## src/verilog/rd_engine_pkg.sv

```systemverilog
// ==============================
// Shared constants and types for the AXI4 read engine
// AXI widths are fixed here; modules pull them in by wildcard import
// ==============================
`default_nettype none

package rd_engine_pkg;

    // ==============================
    // AXI bus geometry
    // ==============================
    localparam int addr_width  = 32;
    localparam int data_width  = 64;
    localparam int id_width    = 4;
    localparam int len_width   = 8;
    // Scheduler count of beats still to read
    localparam int beats_width = 32;

    // Full-width beats, log2 of bytes per beat
    localparam logic [2:0] axi_size_code  = 3'($clog2(data_width / 8));
    localparam logic [1:0] axi_burst_incr = 2'b01;
    localparam logic [1:0] resp_okay      = 2'b00;

    // Burst size in beats, not the len-1 AXI form
    typedef logic [len_width-1:0] xfer_len_t;

    // One read address command
    typedef struct packed {
        logic [id_width-1:0]   id;
        logic [addr_width-1:0] addr;
        xfer_len_t             len;
        logic [2:0]            size;
        logic [1:0]            burst;
    } ar_cmd_t;

    // One read data beat, also the SRAM write word
    typedef struct packed {
        logic [id_width-1:0]   id;
        logic [data_width-1:0] data;
        logic [1:0]            resp;
        logic                  last;
    } r_beat_t;

    // Space reservation sent ahead of the data
    typedef struct packed {
        xfer_len_t           size;
        logic [id_width-1:0] id;
    } alloc_req_t;

endpackage

`default_nettype wire

```

## src/verilog/rd_request_mask.sv

```systemverilog
// ==============================
// Per-channel burst sizing and eligibility for the read engine
// Purely combinational; output feeds the round-robin arbiter
// ==============================
`timescale 1ns/1ps
`default_nettype none

module rd_request_mask
    import rd_engine_pkg::*;
#(
    parameter int num_channels = 4,
    parameter int space_width  = 8
) (
    input  wire logic [num_channels-1:0]                  sched_rd_valid,
    input  wire logic [num_channels-1:0][beats_width-1:0] sched_rd_beats,
    input  wire xfer_len_t                                cfg_xfer_beats,
    input  wire logic [num_channels-1:0][space_width-1:0] alloc_space_free,
    input  wire logic [num_channels-1:0]                  at_limit,
    output logic      [num_channels-1:0]                  arb_request,
    output xfer_len_t [num_channels-1:0]                  xfer_len
);

    // ==============================
    // Eligibility terms
    // ==============================
    logic [num_channels-1:0] space_ok;
    logic [num_channels-1:0] beats_ok;

    // Burst is the remaining count, capped at the configured size
    always_comb begin
        for (int i = 0; i < num_channels; i++) begin
            if (sched_rd_beats[i] <= beats_width'(cfg_xfer_beats)) begin
                // Tail burst, fits within one configured burst
                xfer_len[i] = len_width'(sched_rd_beats[i]);
            end else begin
                xfer_len[i] = cfg_xfer_beats;
            end
        end
    end

    // Need twice the burst free
    // Covers a reservation still in flight toward the SRAM controller
    always_comb begin
        for (int i = 0; i < num_channels; i++) begin
            space_ok[i] = alloc_space_free[i] >= space_width'({xfer_len[i], 1'b0});
        end
    end

    // Zero remaining means nothing to fetch even if valid is held
    always_comb begin
        for (int i = 0; i < num_channels; i++) begin
            beats_ok[i] = |sched_rd_beats[i];
        end
    end

    // All four conditions gate the arbiter request
    always_comb begin
        for (int i = 0; i < num_channels; i++) begin
            arb_request[i] = sched_rd_valid[i]
                           & beats_ok[i]
                           & space_ok[i]
                           & ~at_limit[i];
        end
    end

endmodule

`default_nettype wire

```

## config.mk

```make
export PLATFORM = sky130hd
export DESIGN_NAME = rd_request_mask
export DESIGN_NICKNAME = d
export VERILOG_FILES = /design/src/verilog/rd_engine_pkg.sv /design/src/verilog/rd_request_mask.sv
export SDC_FILE = /design/constraint.sdc
export NUM_CORES = 1
export LEC_CHECK = 0
export ABC_AREA = 0
export BUFFER_PORTS_ARGS = -buffer_cell sky130_fd_sc_hd__buf_2
export CAP_MARGIN = 0
export CORE_AREA = 2 2 81 83
export DETAILED_ROUTE_END_ITERATION = 6
export DIE_AREA = 0 0 83 85
export GPL_TIMING_DRIVEN = 0
export PLACE_DENSITY = 0.86
export SYNTH_ARGS = -nofsm -noshare
export SYNTH_HDL_FRONTEND = slang
export SYNTH_SLANG_ARGS = --single-unit
```

## constraint.sdc

```tcl
create_clock -name vclk -period 9.05
set_input_delay 0.905 -clock vclk [all_inputs]
set_output_delay 0.905 -clock vclk [all_outputs]
set_load 0.01 [all_outputs]
```

==> impl_summary.txt <==
----------------------------------------------------
[Place]
  Placed wire-length estimate ... 7850 um
  Worst slack, placed ... 3.47 ns
  Gpl congestion ... 0.928
  Number of I/O port buffers ... approximately 210

[Floorplan]
  Y dimension of the die ... 85 um
  Initial standard-cell utilization of the core ... 41.4%
  Core Region ... 6200 um2
  Die ar. ... between 7000 and 8000 um2
  Placement row count ... 29
  I/O pin count ... 212
  Die Width ... 83 um

[Setup path]
  Data arrival time of the worst path ... roughly 4.8 ns
  CP Capture Type ... primary output
  Required time of the critical path ... 8.15 ns
  Critical Path Fanout Max ... 9
  Type of origin of the critical path ... primary input
  Category of the critical setup timing path ... in -> out

[Timing]
  Part of the cycle the worst path needs ... 62.8%
  Final Hold Fails ... 0
  Final setup viols ... 0
  Fmax achieved ... roughly 180 MHz
  Remaining max-slew budget at the tightest pin ... 57.1%
  Unrepaired setup endpoints after global routing ... no
  Setup_tns ... 0 ns
  Period minus WS final ... approximately 5.7 ns
  Actual slew at the worst max-slew pin ... 0.644 ns
  Pins Over Slew Limit ... 0
  Worst setup margin ... 3.36 ns

[Detailed routing]
  Highest routing layer actually used ... met4
  Wire length on met3 ... 687 um
  Number of nets still failing antenna checks after routing ... 0
  Vias after detailed routing ... 3173
  Average detailed-routed wire length per instance ... 15.6 um
  Count of routing violations after the opening detailed-route iteration ... 64
  Sum of met2 wire segment lengths after detailed routing ... 4680 um
  Final routed DRC violation total ... 0
  DR pass1 iterations ... 4
  Met1 wire length ... 3210 um
  Ratio of routed vias to standard cells ... approximately 5.6
  Final wirelength ... ~8800 um

[Synth]
  Nets in the synthesized netlist ... roughly 520
  Share of the yosys chip area belonging to registers ... 0%
  Cell with the most instances after synthesis ... ha_1
  Synth top area share ... about 30%
  Cell types with the largest area share after synthesis ... ha_1 29%, mux2i_1 9.3%, mux2_4 9.3%, nor4_1 5.4%, a21oi_1 4.7%
  Number of warnings issued by yosys ... 0
  Largest area contributor in the synthesized netlist ... ha_1
  Synthesized instance count ... 281
  Synthesized cell area ... 2570 um2
  Commonest cells post-synth ... 60 x ha_1, 24 x a21oi_1, 24 x mux2i_1, 23 x inv_1, 22 x nor4_1
  Average instance area after synthesis ... 9.15 um2
  Number of distinct library cells after synthesis ... 28

[Pwr]
  Clock Power Share ... 0%
  Fraction of power spent switching nets ... 51.1%
  Sequential share of power ... 0%
  Areal power density over the cells ... 38.4 nW/um2
  Int Pwr ... roughly 70 uW
  Maximum resistive drop on vdd ... 0.0000235 V
  Share of power burned in combinational logic ... 100.0%
  Cell leakage power ... 1.85 nW
  Sw Pwr ... 72.6 uW

[Global routing]
  Initial antenna violation count ... 0
  Via count of the first global-routing pass ... about 3200
  Pin count of the biggest net entering global routing ... 11
  Global-route wire length before repair ... around 14000 um
  Grt total ovfl ... 0
  Overall track demand over capacity in global routing ... 23.2%

[Clock network]
  Number of setup buffers added after CTS ... 0
  Cts hold-fix bufs ... 0
  Post-cts repair resize count ... 0

[Finish]
  Number of inserted diodes ... 0
  Fill count ... between 500 and 600
  Area delta synth->final ... 43.8%
  Register Area ... 0 um2
  Final-layout clock buffer total ... 0
  Number of sequential cells ... 0
  Fraction of layout instances using a drive strength above 1 ... 52.6%
  Final-stage net count ... 725

[Hold path]
  Hold Crit Class ... in -> out
  Instance count along the most critical hold path ... 4

[Run]
  Max-capacitance violation count ... 0

[Outcome]
  Outcome ... finished, final reports clean

----------------------------------------------------
==> kinds of logic after synthesis <==
logic type	count (synthesis)	synth area share, %
compound gates	60	18.2
mux	56	25.7
simple gates	72	20.0
buf+inv	33	6.96
fa+ha+maj	60	29.2
==> power groups by stage <==
stage	Combinational (mW)	Sequential (mW)	Clock, mW
global placement	0.135	0	0
global route	0.158	0	0
floorplan	0.0702	0	0
CTS	0.142	0	0
finish	0.142	0	0
detailed placement	0.142	0	0
==> worst max-delay path, stage by stage <==
cell,delay (ns)
clkbuf_1,0.48
inv_1,0.27
ha_1,0.39
nand4_1,0.19
o31a_2,0.36
a311oi_4,0.40
mux2_1,0.41
ha_1,0.29
nand2b_1,0.07
a21oi_1,0.06
a2111oi_0,0.48
o21ai_0,0.18
o2111a_1,0.17
buf_2,0.13
==> per-layer routing <==
metal / up-vias / GRT usage (%)
li1: 1532 / -
met1: 1429 / 25.6
met2: 185 / 47.0
met3: 27 / 2.63
met4: 0 / 5.22
met5: - / 0
==> area by class of cell <==
| type | instances | area (um2) | area share (%) |
|---|---|---|---|
| timing repair buffer | 206 | 1030 | 27.9 |
| tap | 77 | 96.3 | 2.60 |
| multi-input combinational | 248 | 2390 | 64.7 |
| buffer | 10 | 92.6 | 2.50 |
| inverter | 23 | 86.3 | 2.33 |
==> path summary, 6_finish.rpt <==
kind	start	to	slack, ns
max	cfg_xfer_beats[3]	arb_request[3]	3.36
min	at_limit[1]	arb_request[1]	2.14
==> per-stage QoR <==
stage	std cells	cell area, um2	power [mW]	hold WS (ns)	util, %
final	564	3700	0.142	2.14	59.6
after global routing	564	3700	0.158	2.16	59.6
after CTS	564	3700	0.142	2.14	59.6
after detailed placement	564	3700	0.142	2.14	59.6
after global placement	564	3700	0.135	2.14	59.6
after floorplan	281	2570	0.0702	1.94	-
==> placed cells by master, fill, tap and decap left out <==
cell	netlist	layout
clkbuf_1	6	6
o21ai_0	8	8
a21o_1	4	4
mux2_1	6	6
buf_12	2	2
nand2b_1	4	4
a311oi_4	4	4
a21oi_1	24	24
and4_1	4	4
buf_8	2	2
nor4_1	22	22
nor2_1	4	4
nand4_1	4	4
mux2_2	10	10
nor4_2	6	6
mux2i_1	24	24
ha_1	60	60
nor4_4	4	4
o31a_2	2	2
o21ai_1	4	4
buf_2	0	206
o31a_1	2	2
o2111ai_1	4	4
nand2_1	20	20
mux2_4	16	16
o2111a_1	4	4
inv_1	23	23
a2111oi_0	4	4
nand3_2	4	4
(Power assumes the default switching activity.)
