[src/verilog/rd_engine_pkg.sv]
// ==============================
// Shared constants and types for the AXI4 read engine
// AXI widths are fixed here; modules pull them in by wildcard import
// ==============================
`default_nettype none

package rd_engine_pkg;

    // ==============================
    // AXI bus geometry
    // ==============================
    localparam int addr_width  = 32;
    localparam int data_width  = 64;
    localparam int id_width    = 4;
    localparam int len_width   = 8;
    // Scheduler count of beats still to read
    localparam int beats_width = 32;

    // Full-width beats, log2 of bytes per beat
    localparam logic [2:0] axi_size_code  = 3'($clog2(data_width / 8));
    localparam logic [1:0] axi_burst_incr = 2'b01;
    localparam logic [1:0] resp_okay      = 2'b00;

    // Burst size in beats, not the len-1 AXI form
    typedef logic [len_width-1:0] xfer_len_t;

    // One read address command
    typedef struct packed {
        logic [id_width-1:0]   id;
        logic [addr_width-1:0] addr;
        xfer_len_t             len;
        logic [2:0]            size;
        logic [1:0]            burst;
    } ar_cmd_t;

    // One read data beat, also the SRAM write word
    typedef struct packed {
        logic [id_width-1:0]   id;
        logic [data_width-1:0] data;
        logic [1:0]            resp;
        logic                  last;
    } r_beat_t;

    // Space reservation sent ahead of the data
    typedef struct packed {
        xfer_len_t           size;
        logic [id_width-1:0] id;
    } alloc_req_t;

endpackage

`default_nettype wire

[src/verilog/ar_issue.sv]
// ==============================
// AR command build and post-issue notifications
// AR is combinational from the grant; alloc and done strobes follow by 1 cycle
// ==============================
`timescale 1ns/1ps
`default_nettype none

module ar_issue
    import rd_engine_pkg::*;
#(
    parameter int num_channels = 4
) (
    input  wire logic                                    clk,
    input  wire logic                                    rst,
    input  wire logic                                    grant_valid,
    input  wire logic [$clog2(num_channels)-1:0]         grant_id,
    input  wire logic [num_channels-1:0][addr_width-1:0] sched_rd_addr,
    input  wire xfer_len_t [num_channels-1:0]            xfer_len,
    input  wire logic                                    ar_ready,
    output logic                                         ar_valid,
    output ar_cmd_t                                      ar,
    output logic                                         ar_fire,
    output logic                                         alloc_req,
    output alloc_req_t                                   alloc,
    output logic [num_channels-1:0]                      sched_rd_done_strobe,
    output logic [num_channels-1:0][beats_width-1:0]     sched_rd_beats_done
);

    // Burst size of the winning channel
    xfer_len_t grant_len;

    assign grant_len = xfer_len[grant_id];

    // ==============================
    // AR command
    // ==============================
    // Channel number rides in the low id bits for R routing
    assign ar_valid = grant_valid;
    assign ar.id    = id_width'(grant_id);
    assign ar.addr  = sched_rd_addr[grant_id];
    // AXI len is beats minus one
    assign ar.len   = grant_len - 1'b1;
    assign ar.size  = axi_size_code;
    assign ar.burst = axi_burst_incr;

    assign ar_fire = ar_valid & ar_ready;

    // ==============================
    // Post-issue pulses
    // ==============================
    // Single-cycle pulses, cleared by default each cycle
    always_ff @(posedge clk) begin
        if (rst) begin
            alloc_req            <= 1'b0;
            sched_rd_done_strobe <= '0;
        end else begin
            alloc_req            <= ar_fire;
            sched_rd_done_strobe <= '0;
            if (ar_fire) begin
                sched_rd_done_strobe[grant_id] <= 1'b1;
            end
        end
    end

    // Payload loaded on AR fire and read with the pulses above
    always_ff @(posedge clk) begin
        if (ar_fire) begin
            alloc.size                    <= grant_len;
            alloc.id                      <= id_width'(grant_id);
            sched_rd_beats_done[grant_id] <= beats_width'(grant_len);
        end
    end

    // Reservation always tracks an accepted AR one cycle back
    alloc_follows_ar: assert property (
        @(posedge clk) disable iff (rst)
        alloc_req |-> $past(ar_fire)
    );

endmodule

`default_nettype wire

[config.mk]
export PLATFORM = sky130hd
export DESIGN_NAME = ar_issue
export DESIGN_NICKNAME = d
export VERILOG_FILES = /design/src/verilog/rd_engine_pkg.sv /design/src/verilog/ar_issue.sv
export SDC_FILE = /design/constraint.sdc
export NUM_CORES = 1
export LEC_CHECK = 0
export BUFFER_PORTS_ARGS = -buffer_cell sky130_fd_sc_hd__buf_2
export CAP_MARGIN = 15
export CORE_AREA = 2 2 139 141
export DETAILED_ROUTE_END_ITERATION = 7
export DIE_AREA = 0 0 141 143
export MAX_ROUTING_LAYER = met4
export PLACE_DENSITY = 0.57
export SKIP_LAST_GASP = 1
export SLEW_MARGIN = 20
export SYNTH_ARGS = -nofsm -noshare
export SYNTH_HDL_FRONTEND = slang
export SYNTH_SLANG_ARGS = --single-unit
[constraint.sdc]
create_clock -name clk -period 2.2 [get_ports clk]
set_input_delay 0.33 -clock clk [delete_from_list [all_inputs] [get_ports clk]]
set_output_delay 0.33 -clock clk [all_outputs]
set_load 0.01 [all_outputs]
==> impl_results.md <==
* Status: completed
* Final #Nets at 677
* Hold Path Class: in2reg
* Synthesized flop and latch total at 47
* Final Critical Period at 2.108 ns
* Final core occ at 0.2629
* Port bufs at 256
* Worst Hold Path EP: alloc_req
* Worst endpoint data arrival time at 1.78 ns
* Average vias per placed instance at 3.654
* Final cell count without fillers at 746
* # IOs at 362
* Routed vias at 2726
* Clock Sink Count at 47
* Largest net degree at the start of global routing at 31
* Multi-input gate area at 1514 µm²
* Critical path buffers and inverters at 3
* Met2 Use GR at 0.2056
* Post-route setup slack at 0.09195 ns
* Routed Antenna Nets at 0
* Min-delay src: rst
* Final Hold Fails at 0
* Yosys cell types at 23
* Core Region at 18580 µm²
* Final Wtd Congestion at 0.7694
* Sequential cell area fraction in the yosys report at 0.4052
* Register area at 1361 µm²
* Congestion Overflow GR at 0
* Final Cycle Share at 0.9582
* Met1 Track Usage GR at 0.1304
* Detailed Route WL at 12.47 mm
* Clock Tree Buf Depth at 2
* Fmax at 474.4 MHz
* Count of pins over their slew limit at 0
* Most frequent cells in the layout: 255 x buf_2, 105 x conb_1, 42 x edfxtp_1
* IR drop worst, VDD at 260.5 µV
* Most frequent CP cell: buf_12
* # DRC at 0
* Share of cells above drive strength 1 at 0.6497
* Antenna violations before repair at 1
* PwrDens at 564.3 nW/µm²
* Syn_area_per_cell at 14.00 µm²
* Vias in the first global route at 2527
* Synthesized instance count at 240
* Mapped cell area at 3359 µm²
* CP Cell Sequence: buf_12 -> buf_12 -> mux4_2 -> nand2b_4 -> nor4_4 -> xor2_1 -> buf_2
* CTS root buf: clkbuf_16
* Crit path max-delay cell type: mux4_2
* Finish-stage setup viols at 0
* Pre-CTS setup slack at -0.01821 ns
* CP max FO at 7
* GRT Max-Usage Layer: met2
* Standard-cell rows at 50
* Total of max-cap violations at 0
* Initial Util at 0.1808
* DR iter-0 viols at 114
* Fillcell total at 1974
* Drt pass-1 iters at 4
* Commonest non-fill, non-tap cell in the layout: buf_2
* TritonCTS Buffers at 5
* Number of synthesis warnings at 0
* Endpoint class of the critical path: primary output
* Hold Path Depth at 3
* Clock slew at reported path FFs at 0.06 ns
* Die Y at 143 µm
* HPWL after DPL at 11.10 mm
* Area Growth Syn to Fin at 45.40%
* RSZ-0062 raised after global routing: true
* Leakage at 2.370 nW
* CP Class: in2out
* Die span in x at 141 µm
* DR WL/cell at 16.71 µm
* GRT Util Overall at 0.1126
* Startpoint Class: primary input
* Crit-path max cell delay at 0.56 ns
* CTS HTree Levels at 2
* CTS tree: yes
* GRT met3 Usage at 0.01744
* Delay-heaviest family, CP: multiplexers
* Die ar. at 20160 µm²
* First-pass GRT wire length at 16.09 mm
* Post-Place Cells at 735
* CP Data Required Time at 1.87 ns
-- worst max-delay path by stage --
stage	slack, ns	from	to	cells past startpoint
2_1_floorplan	0.01	grant_id[0]	ar[11]	7
3_3_place_gp	-0.01	grant_id[0]	ar[11]	8
3_5_place_dp	-0.02	grant_id[0]	ar[11]	8
4_1_cts	0.006	grant_id[0]	ar[10]	7
5_1_grt	-0.001	grant_id[0]	ar[11]	7
6_report	0.09	grant_id[0]	ar[11]	7
-- power by group --
part	total (mW)	internal, mW	switching [mW]
sequential	1.03	1.02	0.00946
combinational	0.776	0.366	0.410
clock	0.946	0.651	0.296
-- timing repair --
item,CTS,global route
setup buffers,0,2
pin swaps,1,4
hold buffers,0,0
gates resized for setup,1,7
endpoints found under the setup margin,1,5
-- tightest hold or removal path: stages --
cell and delay (ns):
buf_2 0.07, or2_2 0.15, inv_1 0.05
-- synthesized netlist by cell type --
cell | count | area share
buf_4 | 109 | 0.24
edfxtp_1 | 42 | 0.38
mux4_2 | 39 | 0.26
nor2_1 | 9 | 0.010
buf_2 | 6 | 0.0089
dfxtp_1 | 5 | 0.030
inv_1 | 5 | 0.0056
xor2_1 | 4 | 0.010
nand2_1 | 3 | 0.0034
conb_1 | 2 | 0.0022
nand2b_1 | 2 | 0.0037
nor3_1 | 2 | 0.0030
xnor2_1 | 2 | 0.0052
buf_1 | 1 | 0.0011
buf_6 | 1 | 0.0034
clkbuf_1 | 1 | 0.0011
ha_1 | 1 | 0.0037
mux4_1 | 1 | 0.0078
nand2b_4 | 1 | 0.0041
nand3_2 | 1 | 0.0030
nor3_4 | 1 | 0.0048
nor4_4 | 1 | 0.0063
or2_2 | 1 | 0.0019
-- cell type report --
cell class	count	share of cell area
multi-input cells	173	0.3099
repair buffers	278	0.3084
flip-flops and latches	47	0.2787
well taps	234	0.05994
clock buffers	6	0.02638
clock inverters	2	0.01230
inverters	5	0.003842
diodes	1	0.0005123
-- sequential cells by signal (all words and copies together) (netlist names) --
name                  count
alloc                    10
alloc_req                 1
sched_rd_beats_done      32
sched_rd_done_strobe      4
-- kinds of logic after synthesis --
family	after synthesis	share of synthesized area
xor+xnor	6	0.01564
fa+ha+maj	1	0.003724
buf+inv	123	0.2637
flops	47	0.4052
mux	40	0.2693
other cells	2	0.002235
simple gates	21	0.04022
-- through the flow --
step	setup TNS (ns)	instance area (µm²)	total power, mW	hold WS, ns
floorplan	0	3749	1.579	0.4289
global placement	-0.01325	4646	1.815	0.6601
detailed placement	-0.01821	4646	1.820	0.6538
CTS	0	4845	2.774	0.3579
global route	-0.001287	4885	2.880	0.3748
finish	0	4885	2.756	0.3624
-- per-layer routing --
metal,part of all wire,wire length (µm)
met5,0,0
met4,0.0058,72
met3,0.088,1098
met2,0.55,6919
met1,0.35,4378
Note: power is estimated with default switching activity, not from simulation.
