--- src/verilog/rd_engine_pkg.sv ---
// ==============================
// Shared constants and types for the AXI4 read engine
// AXI widths are fixed here; modules pull them in by wildcard import
// ==============================
`default_nettype none

package rd_engine_pkg;

    // ==============================
    // AXI bus geometry
    // ==============================
    localparam int addr_width  = 32;
    localparam int data_width  = 64;
    localparam int id_width    = 4;
    localparam int len_width   = 8;
    // Scheduler count of beats still to read
    localparam int beats_width = 32;

    // Full-width beats, log2 of bytes per beat
    localparam logic [2:0] axi_size_code  = 3'($clog2(data_width / 8));
    localparam logic [1:0] axi_burst_incr = 2'b01;
    localparam logic [1:0] resp_okay      = 2'b00;

    // Burst size in beats, not the len-1 AXI form
    typedef logic [len_width-1:0] xfer_len_t;

    // One read address command
    typedef struct packed {
        logic [id_width-1:0]   id;
        logic [addr_width-1:0] addr;
        xfer_len_t             len;
        logic [2:0]            size;
        logic [1:0]            burst;
    } ar_cmd_t;

    // One read data beat, also the SRAM write word
    typedef struct packed {
        logic [id_width-1:0]   id;
        logic [data_width-1:0] data;
        logic [1:0]            resp;
        logic                  last;
    } r_beat_t;

    // Space reservation sent ahead of the data
    typedef struct packed {
        xfer_len_t           size;
        logic [id_width-1:0] id;
    } alloc_req_t;

endpackage

`default_nettype wire

--- src/verilog/rd_channel_tracker.sv ---
// ==============================
// Outstanding-burst counters and sticky read-error flags, per channel
// Counts AR issues up and last R beats down; feeds at_limit to the mask
// ==============================
`timescale 1ns/1ps
`default_nettype none

module rd_channel_tracker
    import rd_engine_pkg::*;
#(
    parameter int num_channels    = 4,
    parameter int max_outstanding = 2
) (
    input  wire logic                            clk,
    input  wire logic                            rst,
    input  wire logic                            ar_fire,
    input  wire logic [$clog2(num_channels)-1:0] ar_channel,
    input  wire logic                            r_valid,
    input  wire logic                            r_ready,
    input  wire r_beat_t                         r,
    output logic      [num_channels-1:0]         at_limit,
    output logic      [num_channels-1:0]         sched_rd_error
);

    localparam int cnt_width = $clog2(max_outstanding + 1);

    logic [num_channels-1:0][cnt_width-1:0] count;
    logic [num_channels-1:0]                incr;
    logic [num_channels-1:0]                decr;
    logic                                   r_fire;

    assign r_fire = r_valid & r_ready;

    // Decode the AR channel and the returning id
    always_comb begin
        for (int i = 0; i < num_channels; i++) begin
            incr[i] = ar_fire & (ar_channel == ($clog2(num_channels))'(i));
            decr[i] = r_fire & r.last & (r.id == id_width'(i));
        end
    end

    // Up and down together leave the count alone
    always_ff @(posedge clk) begin
        if (rst) begin
            count <= '0;
        end else begin
            for (int i = 0; i < num_channels; i++) begin
                if (incr[i] && !decr[i]) begin
                    count[i] <= count[i] + 1'b1;
                end else if (decr[i] && !incr[i]) begin
                    count[i] <= count[i] - 1'b1;
                end
            end
        end
    end

    always_comb begin
        for (int i = 0; i < num_channels; i++) begin
            at_limit[i] = count[i] >= cnt_width'(max_outstanding);
        end
    end

    // Sticky until reset; any non-OKAY beat marks its channel
    always_ff @(posedge clk) begin
        if (rst) begin
            sched_rd_error <= '0;
        end else begin
            for (int i = 0; i < num_channels; i++) begin
                if (r_fire && r.resp != resp_okay && r.id == id_width'(i)) begin
                    sched_rd_error[i] <= 1'b1;
                end
            end
        end
    end

    // Mask must hold issue back once a channel hits its limit
    for (genvar g = 0; g < num_channels; g++) begin : g_limit_chk
        count_in_range: assert property (
            @(posedge clk) disable iff (rst)
            count[g] <= cnt_width'(max_outstanding)
        );
    end

endmodule

`default_nettype wire

--- config.mk ---
export PLATFORM = sky130hd
export DESIGN_NAME = rd_channel_tracker
export DESIGN_NICKNAME = d
export VERILOG_FILES = /design/src/verilog/rd_engine_pkg.sv /design/src/verilog/rd_channel_tracker.sv
export SDC_FILE = /design/constraint.sdc
export NUM_CORES = 1
export LEC_CHECK = 0
export BUFFER_PORTS_ARGS = -buffer_cell sky130_fd_sc_hd__buf_2
export CAP_MARGIN = 20
export CORE_ASPECT_RATIO = 1.2
export CORE_UTILIZATION = 25
export DETAILED_ROUTE_END_ITERATION = 8
export HOLD_SLACK_MARGIN = 0.08
export PLACE_DENSITY = 0.69
export SLEW_MARGIN = 20
export SYNTH_ARGS = -nofsm -noshare
export SYNTH_HDL_FRONTEND = slang
export SYNTH_SLANG_ARGS = --single-unit
--- constraint.sdc ---
create_clock -name clk -period 4.2 [get_ports clk]
set_clock_uncertainty 0.05 [all_clocks]
set_input_delay 0.21 -clock clk [delete_from_list [all_inputs] [get_ports clk]]
set_output_delay 0.21 -clock clk [all_outputs]
set_load 0.02 [all_outputs]
==> impl_metrics.env, run 1 <==
export IMPL_status="finished clean"
export IMPL_final_cell_mix="21 x buf_2, 12 x dfxtp_1, 10 x nor2_1"
export IMPL_cts_tree="yes"
export IMPL_cp_slowest_cell="nor4b_1"
export IMPL_tightest_slew_ns=0.392
export IMPL_cp_cell_sequence="buf_2 > nor4b_1 > nand4_1 > ha_1 > or3_1 > a21oi_1"
export IMPL_drv_slew=0
export IMPL_fillCellCount=258
export IMPL_grt_max_degree=13
export IMPL_vias=544
export IMPL_start_util=0.262
export IMPL_slew_headroom=0.735
export IMPL_die_h_um=55.5
export IMPL_powerDensity_mw_per_mm2=302
export IMPL_cts_root_buf="clkbuf_4"
export IMPL_postCtsSetupBuffers=0
export IMPL_layout_nets=173
export IMPL_fp_dieW_um=46.6
export IMPL_synth_largest_area_cell="dfxtp_1"
export IMPL_cpPeakStageDelay_ns=0.41
export IMPL_gr_total_overflow=0
export IMPL_grt_pass1_wl_um=1890
export IMPL_cp_start_kind="input pin"
export IMPL_whs_ns=0.206
export IMPL_finalCriticalPeriod_ns=1.58
export IMPL_wl_per_cell_um=9.94
export IMPL_drt_first_pass_iters=4
export IMPL_viasPerCell=4.53
export IMPL_areaGrowthSynthToFinish_pct=24.7
export IMPL_cts_htree_levels=1
export IMPL_fin_tns_setup_ns=0
export IMPL_cp_required_ns=4.35
export IMPL_drc=0
export IMPL_first_iter_violations=9
export IMPL_seq_area_frac_synth=0.403
export IMPL_netlist_area_um2=597
export IMPL_ir_worst_vdd_mv=0.130
export IMPL_cp_end_kind="flip-flop"
export IMPL_layout_commonest_cell="buf_2"
export IMPL_cts_resized=0
export IMPL_ys_top_cells_by_area="dfxtp_1 40%, xor2_1 12%, ha_1 8.4%"
export IMPL_drive_gt1_frac=0.270
export IMPL_die_area_mm2=0.00259
export IMPL_numPortBuffers=21
export IMPL_synth_area_per_cell_um2=8.53
export IMPL_rsz0062_at_grt="false"
export IMPL_setup_viol=0
export IMPL_critPathKind="input pin to flip-flop"
export IMPL_path_clk_slew_ns=0.07
export IMPL_synth_top_area_frac=0.403
export IMPL_cts_buffers=3
export IMPL_dp_hpwl_um=992
export IMPL_clk_latency_ns=0.26
export IMPL_grt_usage=0.0996
export IMPL_gp_congestion=0.733
export IMPL_yosys_warnings=0
export IMPL_synth_seq_cells=12
export IMPL_final_util=0.326
export IMPL_maxCapViolations=0
export IMPL_total_power_mw=0.225
export IMPL_syn_inst=70
export IMPL_clock_sinks=12
export IMPL_ios=86
export IMPL_finalHoldViolCount=0
export IMPL_routed_wl_um=1190
export IMPL_grt_pass1_vias=477
export IMPL_antenna_left=0
export IMPL_cts_buffer_depth=2
export IMPL_crit_path_max_fanout=5
export IMPL_hp_class="input pin to flip-flop"
export IMPL_holdBufCountCts=0
export IMPL_fin_crit_sh=0.376
export IMPL_p_leak_nw=0.350
export IMPL_fmax_ghz=0.633
export IMPL_diodes=0
export IMPL_antenna_found_initial=0
export IMPL_num_rows=19
export IMPL_ys_types=21
export IMPL_synth_fp_nets=152
export IMPL_worstPathArrival_ns=1.73
export IMPL_core_mm2=0.00228
## flip-flops by register name, summed over array words and instances (netlist names)
register        count
count               8
sched_rd_error      4
## worst max-delay path, delay by kind of cell
family                     cells  cell delay (ns)
and+or+nand+nor                3             0.92
adders and majority gates      1             0.33
buffers and inverters          1             0.13
AOI/OAI and AO/OA              1             0.14
## Yosys cell counts
cell and number:
nor3b_1 1, clkbuf_1 5, nor4b_1 1, dfxtp_1 12, a21oi_1 5, and3_1 1, a31oi_1 2, nand2_1 4
nand3_1 1, o21ai_0 4, or3_1 5, and3b_1 1, o211a_1 1, inv_1 1, nand4_1 1, a41oi_1 1
xor2_1 8, nor3_1 1, nor2_1 10, nor2b_1 1, ha_1 4
## power breakdown
part | switching, mW | internal [mW] | leakage, nW
Clock | 0.0342 | 0.0331 | 0.0138
Combinational | 0.0193 | 0.0157 | 0.238
Sequential | 0.00353 | 0.119 | 0.0977
Total | 0.0571 | 0.168 | 0.350
## worst paths after layout
path	end	cells past startpoint	slack, ns	from
max	count[5]	6	2.62	r[67]
min	sched_rd_error[1]	3	0.21	r[67]
max reg2reg	count[5]	3	3.13	count[4]
min reg2reg	sched_rd_error[2]	2	0.43	sched_rd_error[2]
## per-layer routing
| metal | part of all wire | routed length, um | GRT usage | up-vias |
|---|---|---|---|---|
| met4 | 0.014 | 17 | 0.0504 | 0 |
| met3 | 0.071 | 85 | 0.0327 | 2 |
| met5 | 0 | 0 | 0 | - |
| met2 | 0.51 | 605 | 0.147 | 14 |
| met1 | 0.41 | 485 | 0.125 | 247 |
| li1 | - | - | - | 281 |
## stage by stage
step | worst slack, ns | instances | cell area (um2)
floorplan | 2.60 | 70 | 597
global placement | 2.38 | 117 | 722
detailed placement | 2.36 | 117 | 722
CTS | 2.64 | 120 | 744
global route | 2.53 | 120 | 744
finish | 2.62 | 120 | 744
## cell type report
cell class                 instances  area [um2]  share of cell area
multi-input combinational         52         334               0.449
sequential                        12         240               0.323
timing repair buffer              21         105               0.141
tap                               31        38.8              0.0521
clock buffer                       3        22.5              0.0303
inverter                           1        3.75             0.00504
## cell families after synthesis
kind of cell	Yosys count	synth area share
AOI/OAI and AO/OA	13	0.128
buffers and inverters	6	0.0377
DFF	12	0.403
adders and majority gates	4	0.0839
xor gates and xnor gates	8	0.117
and+or+nand+nor	27	0.231
Power figures use the tool's default switching activity.
==> inputs of run 2 (changes only) <==
- ABC_AREA: default -> 1
- PLACE_DENSITY: 0.69 -> 0.67
- clock period: 4.2 -> 1.3 ns (I/O delays scaled with it)
==> run 2 against run 1 <==
  * Combinational power grew to 3.8 times the previous value
  * Register-to-register slack lost 2.7 ns
  * Routed wire length grew 15%
  * Critical endpoint is now count[0]
  * Largest power group unchanged
  * Highest routed layer unchanged
==> impl_metrics.env, run 2 <==
export IMPL_diodes=0
export IMPL_hp_class="input pin to flip-flop"
export IMPL_grt_pass1_wl_um=2530
export IMPL_synth_area_per_cell_um2=6.06
export IMPL_routed_wl_met3_um=109
export IMPL_power_share_clock=0.301
export IMPL_fp_dieW_um=50.6
export IMPL_antenna_found_initial=0
export IMPL_die_h_um=60.4
export IMPL_netSwitchingPower_mw=0.209
export IMPL_whs_ns=0.113
export IMPL_dp_slack_ns=-0.00691
export IMPL_async_flop_share=0
export IMPL_first_iter_violations=12
export IMPL_cts_buffer_depth=2
export IMPL_rsz0062_at_grt="false"
export IMPL_seq_area_frac_synth=0.339
export IMPL_ios=86
export IMPL_highest_layer="met4"
export IMPL_grt_max_degree=9
export IMPL_crit_path_max_fanout=8
export IMPL_path_clk_slew_ns=0.07
export IMPL_switching_share=0.277
export IMPL_fin_crit_sh=0.828
export IMPL_gr_total_overflow=0
export IMPL_cp_start_kind="input pin"
export IMPL_wl_per_cell_um=7.99
export IMPL_reg2reg_depth=6
export IMPL_fmax_ghz=0.929
export IMPL_synthTopCellsByCount="32 x inv_1, 28 x nand2_1, 12 x dfxtp_1"
export IMPL_route_met2_wl_um=504
export IMPL_yosys_cell_count_top_type="inv_1"
export IMPL_power_frac_comb=0.178
export IMPL_cts_htree_levels=1
export IMPL_final_cell_mix="32 x inv_1, 28 x nand2_1, 21 x buf_2"
export IMPL_postCtsSetupBuffers=0
export IMPL_antenna_left=0
export IMPL_drv_slew=0
export IMPL_cp_required_ns=1.45
export IMPL_largest_reg_flops=8
export IMPL_grt_pass1_vias=653
export IMPL_yosys_warnings=0
export IMPL_slew_headroom=0.821
export IMPL_grt_usage=0.114
export IMPL_synth_largest_area_cell="dfxtp_1"
export IMPL_ys_top_cells_by_area="dfxtp_1 34%, inv_1 17%, nand2_1 15%"
export IMPL_final_cell_area_um2=873
export IMPL_final_cell_count_no_fill=171
export IMPL_critPathKind="input pin to flip-flop"
export IMPL_critPathLaunch="rst"
export IMPL_drive_gt1_frac=0.188
export IMPL_drt_first_pass_iters=4
export IMPL_postLayoutSetupSlackWorst_ns=0.223
export IMPL_cts_resized=0
export IMPL_syn_inst=117
export IMPL_synth_edf_count=0
export IMPL_die_area_mm2=0.00306
export IMPL_synth_fp_nets=199
export IMPL_worstReg2RegStart="count[6]"
export IMPL_ir_worst_vdd_mv=0.412
export IMPL_tightest_slew_ns=0.266
export IMPL_powerDensity_mw_per_mm2=863
export IMPL_p_int_mw=0.545
export IMPL_placed_area_um2=841
export IMPL_ys_types=13
export IMPL_cp_end_kind="flip-flop"
export IMPL_met1Wirelength_um=706
export IMPL_seq_power_share=0.521
export IMPL_largest_register="count"
export IMPL_dp_hpwl_um=1110
export IMPL_maxCapViolations=0
export IMPL_synth_top_area_frac=0.339
export IMPL_clk_latency_ns=0.27
export IMPL_cts_buffers=3
export IMPL_netlist_area_um2=709
export IMPL_ys_flop_type="dfxtp_1"
export IMPL_cts_tree="yes"
export IMPL_cts_root_buf="clkbuf_4"
export IMPL_start_util=0.273
export IMPL_layout_nets=222
export IMPL_setup_viol=0
export IMPL_worstHoldStart="r[68]"
export IMPL_gp_congestion=0.727
export IMPL_areaGrowthSynthToFinish_pct=23.1
export IMPL_drc=0
export IMPL_p_leak_nw=0.456
export IMPL_finalCriticalPeriod_ns=1.08
export IMPL_routed_wl_um=1370
export IMPL_top_regs="count: 8 flops, sched_rd_error: 4 flops"
export IMPL_vias=699
export IMPL_clock_sinks=12
export IMPL_viasPerCell=4.09
export IMPL_numPortBuffers=21
export IMPL_hold_path_depth=5
export IMPL_layout_commonest_cell="inv_1"
export IMPL_core_mm2=0.00260
export IMPL_synth_seq_cells=12
export IMPL_dp_cells=167
export IMPL_worstPathArrival_ns=1.23
export IMPL_num_rows=20
export IMPL_status="finished clean"
export IMPL_finalHoldViolCount=0
run 2: changes by cell type after synthesis, sizes merged, moves of 5 or more:
cell,delta
inv,+31
or3,-5
xor2,-8
nand2,+25
run 2: through the flow:
step | util | TNS, ns | power [mW]
after floorplan | - | 0 | 0.492
after global placement | 0.323 | 0 | 0.532
after detailed placement | 0.323 | -0.00691 | 0.534
after global routing | 0.336 | 0 | 0.812
after CTS | 0.336 | 0 | 0.768
final | 0.336 | 0 | 0.754
run 2: worst max-delay path: stages:
cell           delay [ns]
dlygate4sd3_1        0.53
buf_2                0.15
inv_1                0.21
o21ai_0              0.13
a21oi_1              0.14
run 2: cells by family (layout without fill, tap and decap cells):
group,Yosys count,in the layout,share of synthesized area
fa+ha+maj,4,4,0.0705
flops,12,12,0.339
simple gates,53,53,0.316
compound gates,12,12,0.0847
buf+inv,36,57,0.190
run 2: cell type report:
class	count	area (um2)
Sequential cell	12	240
Multi-Input combinational cell	69	334
Inverter	32	120
Timing Repair Buffer	22	115
Tap cell	33	41.3
Fill cell	314	1730
Clock buffer	3	22.5
run 2: power groups by stage:
| stage | sequential (mW) | clock (mW) | combinational [mW] |
|---|---|---|---|
| final | 0.393 | 0.227 | 0.134 |
| after floorplan | 0.401 | 0 | 0.0910 |
| after CTS | 0.393 | 0.240 | 0.136 |
| after global routing | 0.395 | 0.259 | 0.158 |
| after detailed placement | 0.402 | 0 | 0.133 |
| after global placement | 0.401 | 0 | 0.131 |
run 2: worst paths after layout:
path,to,slack (ns)
worst min-delay path,sched_rd_error[2],0.11
worst max-delay path,count[0],0.22
worst max register to register,count[7],0.47
worst min register to register,sched_rd_error[1],0.40
run 2: layer usage:
metal,track usage,vias to the layer above
li1,-,393
met1,0.137,277
met2,0.175,24
met3,0.0226,5
met4,0.0952,0
met5,0,-
run 2: timing repair:
action / CTS / global route
hold buffers: 1 / 0
endpoints found under the setup margin: 0 / 0
endpoints found under the hold margin: 4 / 0
==> inputs of run 3 (changes only) <==
- PLACE_DENSITY: 0.67 -> default
- clock period: 1.3 -> 1.1 ns (I/O delays scaled with it)
==> run 3 against run 2 <==
  * Critical path type unchanged
  * Die area is the same
  * Highest routed layer is now met3
  * Routed wire length grew 1.4%
  * Design area grew 3.9%
  * Cell count grew 1.8%
  * Clock-buffer cell count grew 1
  * Register-to-register slack lost 0.24 ns
  * Sequential share of layout area shrank 1.0 points
  * First-iteration DRC count grew 83%
==> impl_metrics.env, run 3 (synthesized netlist as in run 2, its figures left out) <==
export IMPL_drc=0
export IMPL_drt_first_pass_iters=4
export IMPL_worstPathArrival_ns=1.19
export IMPL_grt_usage=0.108
export IMPL_path_clk_slew_ns=0.08
export IMPL_postCtsSetupBuffers=0
export IMPL_status="finished clean"
export IMPL_cts_root_buf="clkbuf_4"
export IMPL_final_cell_area_um2=907
export IMPL_antenna_found_initial=0
export IMPL_fmax_ghz=0.975
export IMPL_fillCellCount=303
export IMPL_cts_tree="yes"
export IMPL_r2r_slack_ns=0.23
export IMPL_use_met2=0.225
export IMPL_largest_register="count"
export IMPL_finalCriticalPeriod_ns=1.03
export IMPL_powerDensity_mw_per_mm2=1080
export IMPL_areaGrowthSynthToFinish_pct=27.9
export IMPL_worstHoldStart="r[68]"
export IMPL_dp_cells=169
export IMPL_gp_congestion=0.713
export IMPL_layout_nets=224
export IMPL_routed_wl_um=1390
export IMPL_cp_start_kind="input pin"
export IMPL_gr_total_overflow=0
export IMPL_clock_sinks=12
export IMPL_setup_viol=0
export IMPL_start_util=0.273
export IMPL_p_leak_nw=0.473
export IMPL_ir_worst_vdd_mv=0.712
export IMPL_antenna_left=0
export IMPL_wl_per_cell_um=7.97
export IMPL_slew_headroom=0.842
export IMPL_postLayoutSetupSlackWorst_ns=0.0748
export IMPL_num_rows=20
export IMPL_holdPathEnd="sched_rd_error[2]"
export IMPL_tightest_slew_ns=0.236
export IMPL_grt_pass1_vias=688
export IMPL_vias=735
export IMPL_viasPerCell=4.22
export IMPL_grt_max_degree=9
export IMPL_reg2reg_depth=6
export IMPL_grt_pass1_wl_um=2540
export IMPL_final_cell_count_no_fill=174
export IMPL_dp_slack_ns=-0.179
export IMPL_diodes=0
export IMPL_clk_latency_ns=0.28
export IMPL_fin_crit_sh=0.932
export IMPL_hold_path_depth=5
export IMPL_core_mm2=0.00260
export IMPL_die_h_um=60.4
export IMPL_final_cell_mix="32 x inv_1, 28 x nand2_1, 21 x buf_2"
export IMPL_ios=86
export IMPL_cts_buffer_depth=2
export IMPL_critPathKind="input pin to flip-flop"
export IMPL_numPortBuffers=21
export IMPL_final_util=0.349
export IMPL_use_met1=0.103
export IMPL_drv_slew=0
export IMPL_cts_htree_levels=1
export IMPL_worstReg2RegStart="count[4]"
export IMPL_r2r_end="count[5]"
export IMPL_die_area_mm2=0.00306
export IMPL_fp_dieW_um=50.6
export IMPL_cts_buffers=3
export IMPL_placed_area_um2=856
export IMPL_drive_gt1_frac=0.220
export IMPL_largest_reg_flops=8
export IMPL_crit_path_max_fanout=8
export IMPL_rsz0062_at_grt="true"
export IMPL_first_iter_violations=22
export IMPL_dp_hpwl_um=1170
export IMPL_top_regs="count: 8 flops, sched_rd_error: 4 flops"
export IMPL_grt_busiest_layer="met2"
export IMPL_layout_commonest_cell="inv_1"
export IMPL_cp_required_ns=1.27
export IMPL_cp_end_kind="flip-flop"
export IMPL_use_met3=0.0326
export IMPL_maxCapViolations=0
export IMPL_finalHoldViolCount=0
export IMPL_hp_class="input pin to flip-flop"
-- run 3: how the worst max path moves through the flow --
stage                       start       end  slack [ns]  cells after the start
after floorplan           r_valid  count[1]        0.05                      9
after global placement    r_valid  count[7]       -0.15                     10
after detailed placement  r_valid  count[7]       -0.18                     10
after CTS                     rst  count[2]        0.07                      5
after global routing        r[70]  count[3]       -0.01                     11
final                         rst  count[6]        0.07                      5
-- run 3: stage by stage --
step / total power, mW / TNS (ns) / hold slack, ns
global route: 1.05 / -0.0252 / 0.126
finish: 0.984 / 0 / 0.104
detailed placement: 0.636 / -1.11 / 0.242
floorplan: 0.582 / 0 / 0.0741
CTS: 1.00 / 0 / 0.0928
global placement: 0.630 / -0.897 / 0.235
-- run 3: routing by layer --
layer  part of all wire  vias up
met5                  0        -
met3              0.040        0
met4                  0        0
met2               0.51       18
li1                   -      400
met1               0.45      317
-- run 3: worst max-delay path, stage by stage --
cell and delay, ns:
dlygate4sd3_1 0.53, buf_2 0.15, inv_1 0.20, o21ai_0 0.14, a21oi_1 0.12
-- run 3: area by class of cell --
| type | instances | area (um2) | area share |
|---|---|---|---|
| inverters | 32 | 120 | 0.132 |
| flip-flops and latches | 12 | 240 | 0.265 |
| well taps | 33 | 41.3 | 0.0455 |
| multi-input cells | 69 | 339 | 0.374 |
| repair buffers | 24 | 130 | 0.143 |
| clock buffers | 4 | 36.3 | 0.0400 |
-- run 3: what timing repair did --
action / in CTS / in global routing
endpoints found under the setup margin: 0 / 3
gates resized for setup: 0 / 2
hold buffers: 1 / 0
endpoints found under the hold margin: 4 / 0
-- run 3: power by group --
| group | internal [mW] | switching [mW] | total, mW |
|---|---|---|---|
| logic | 0.0669 | 0.0975 | 0.164 |
| clock network | 0.201 | 0.154 | 0.356 |
| registers | 0.453 | 0.0106 | 0.464 |
| total | 0.722 | 0.262 | 0.984 |
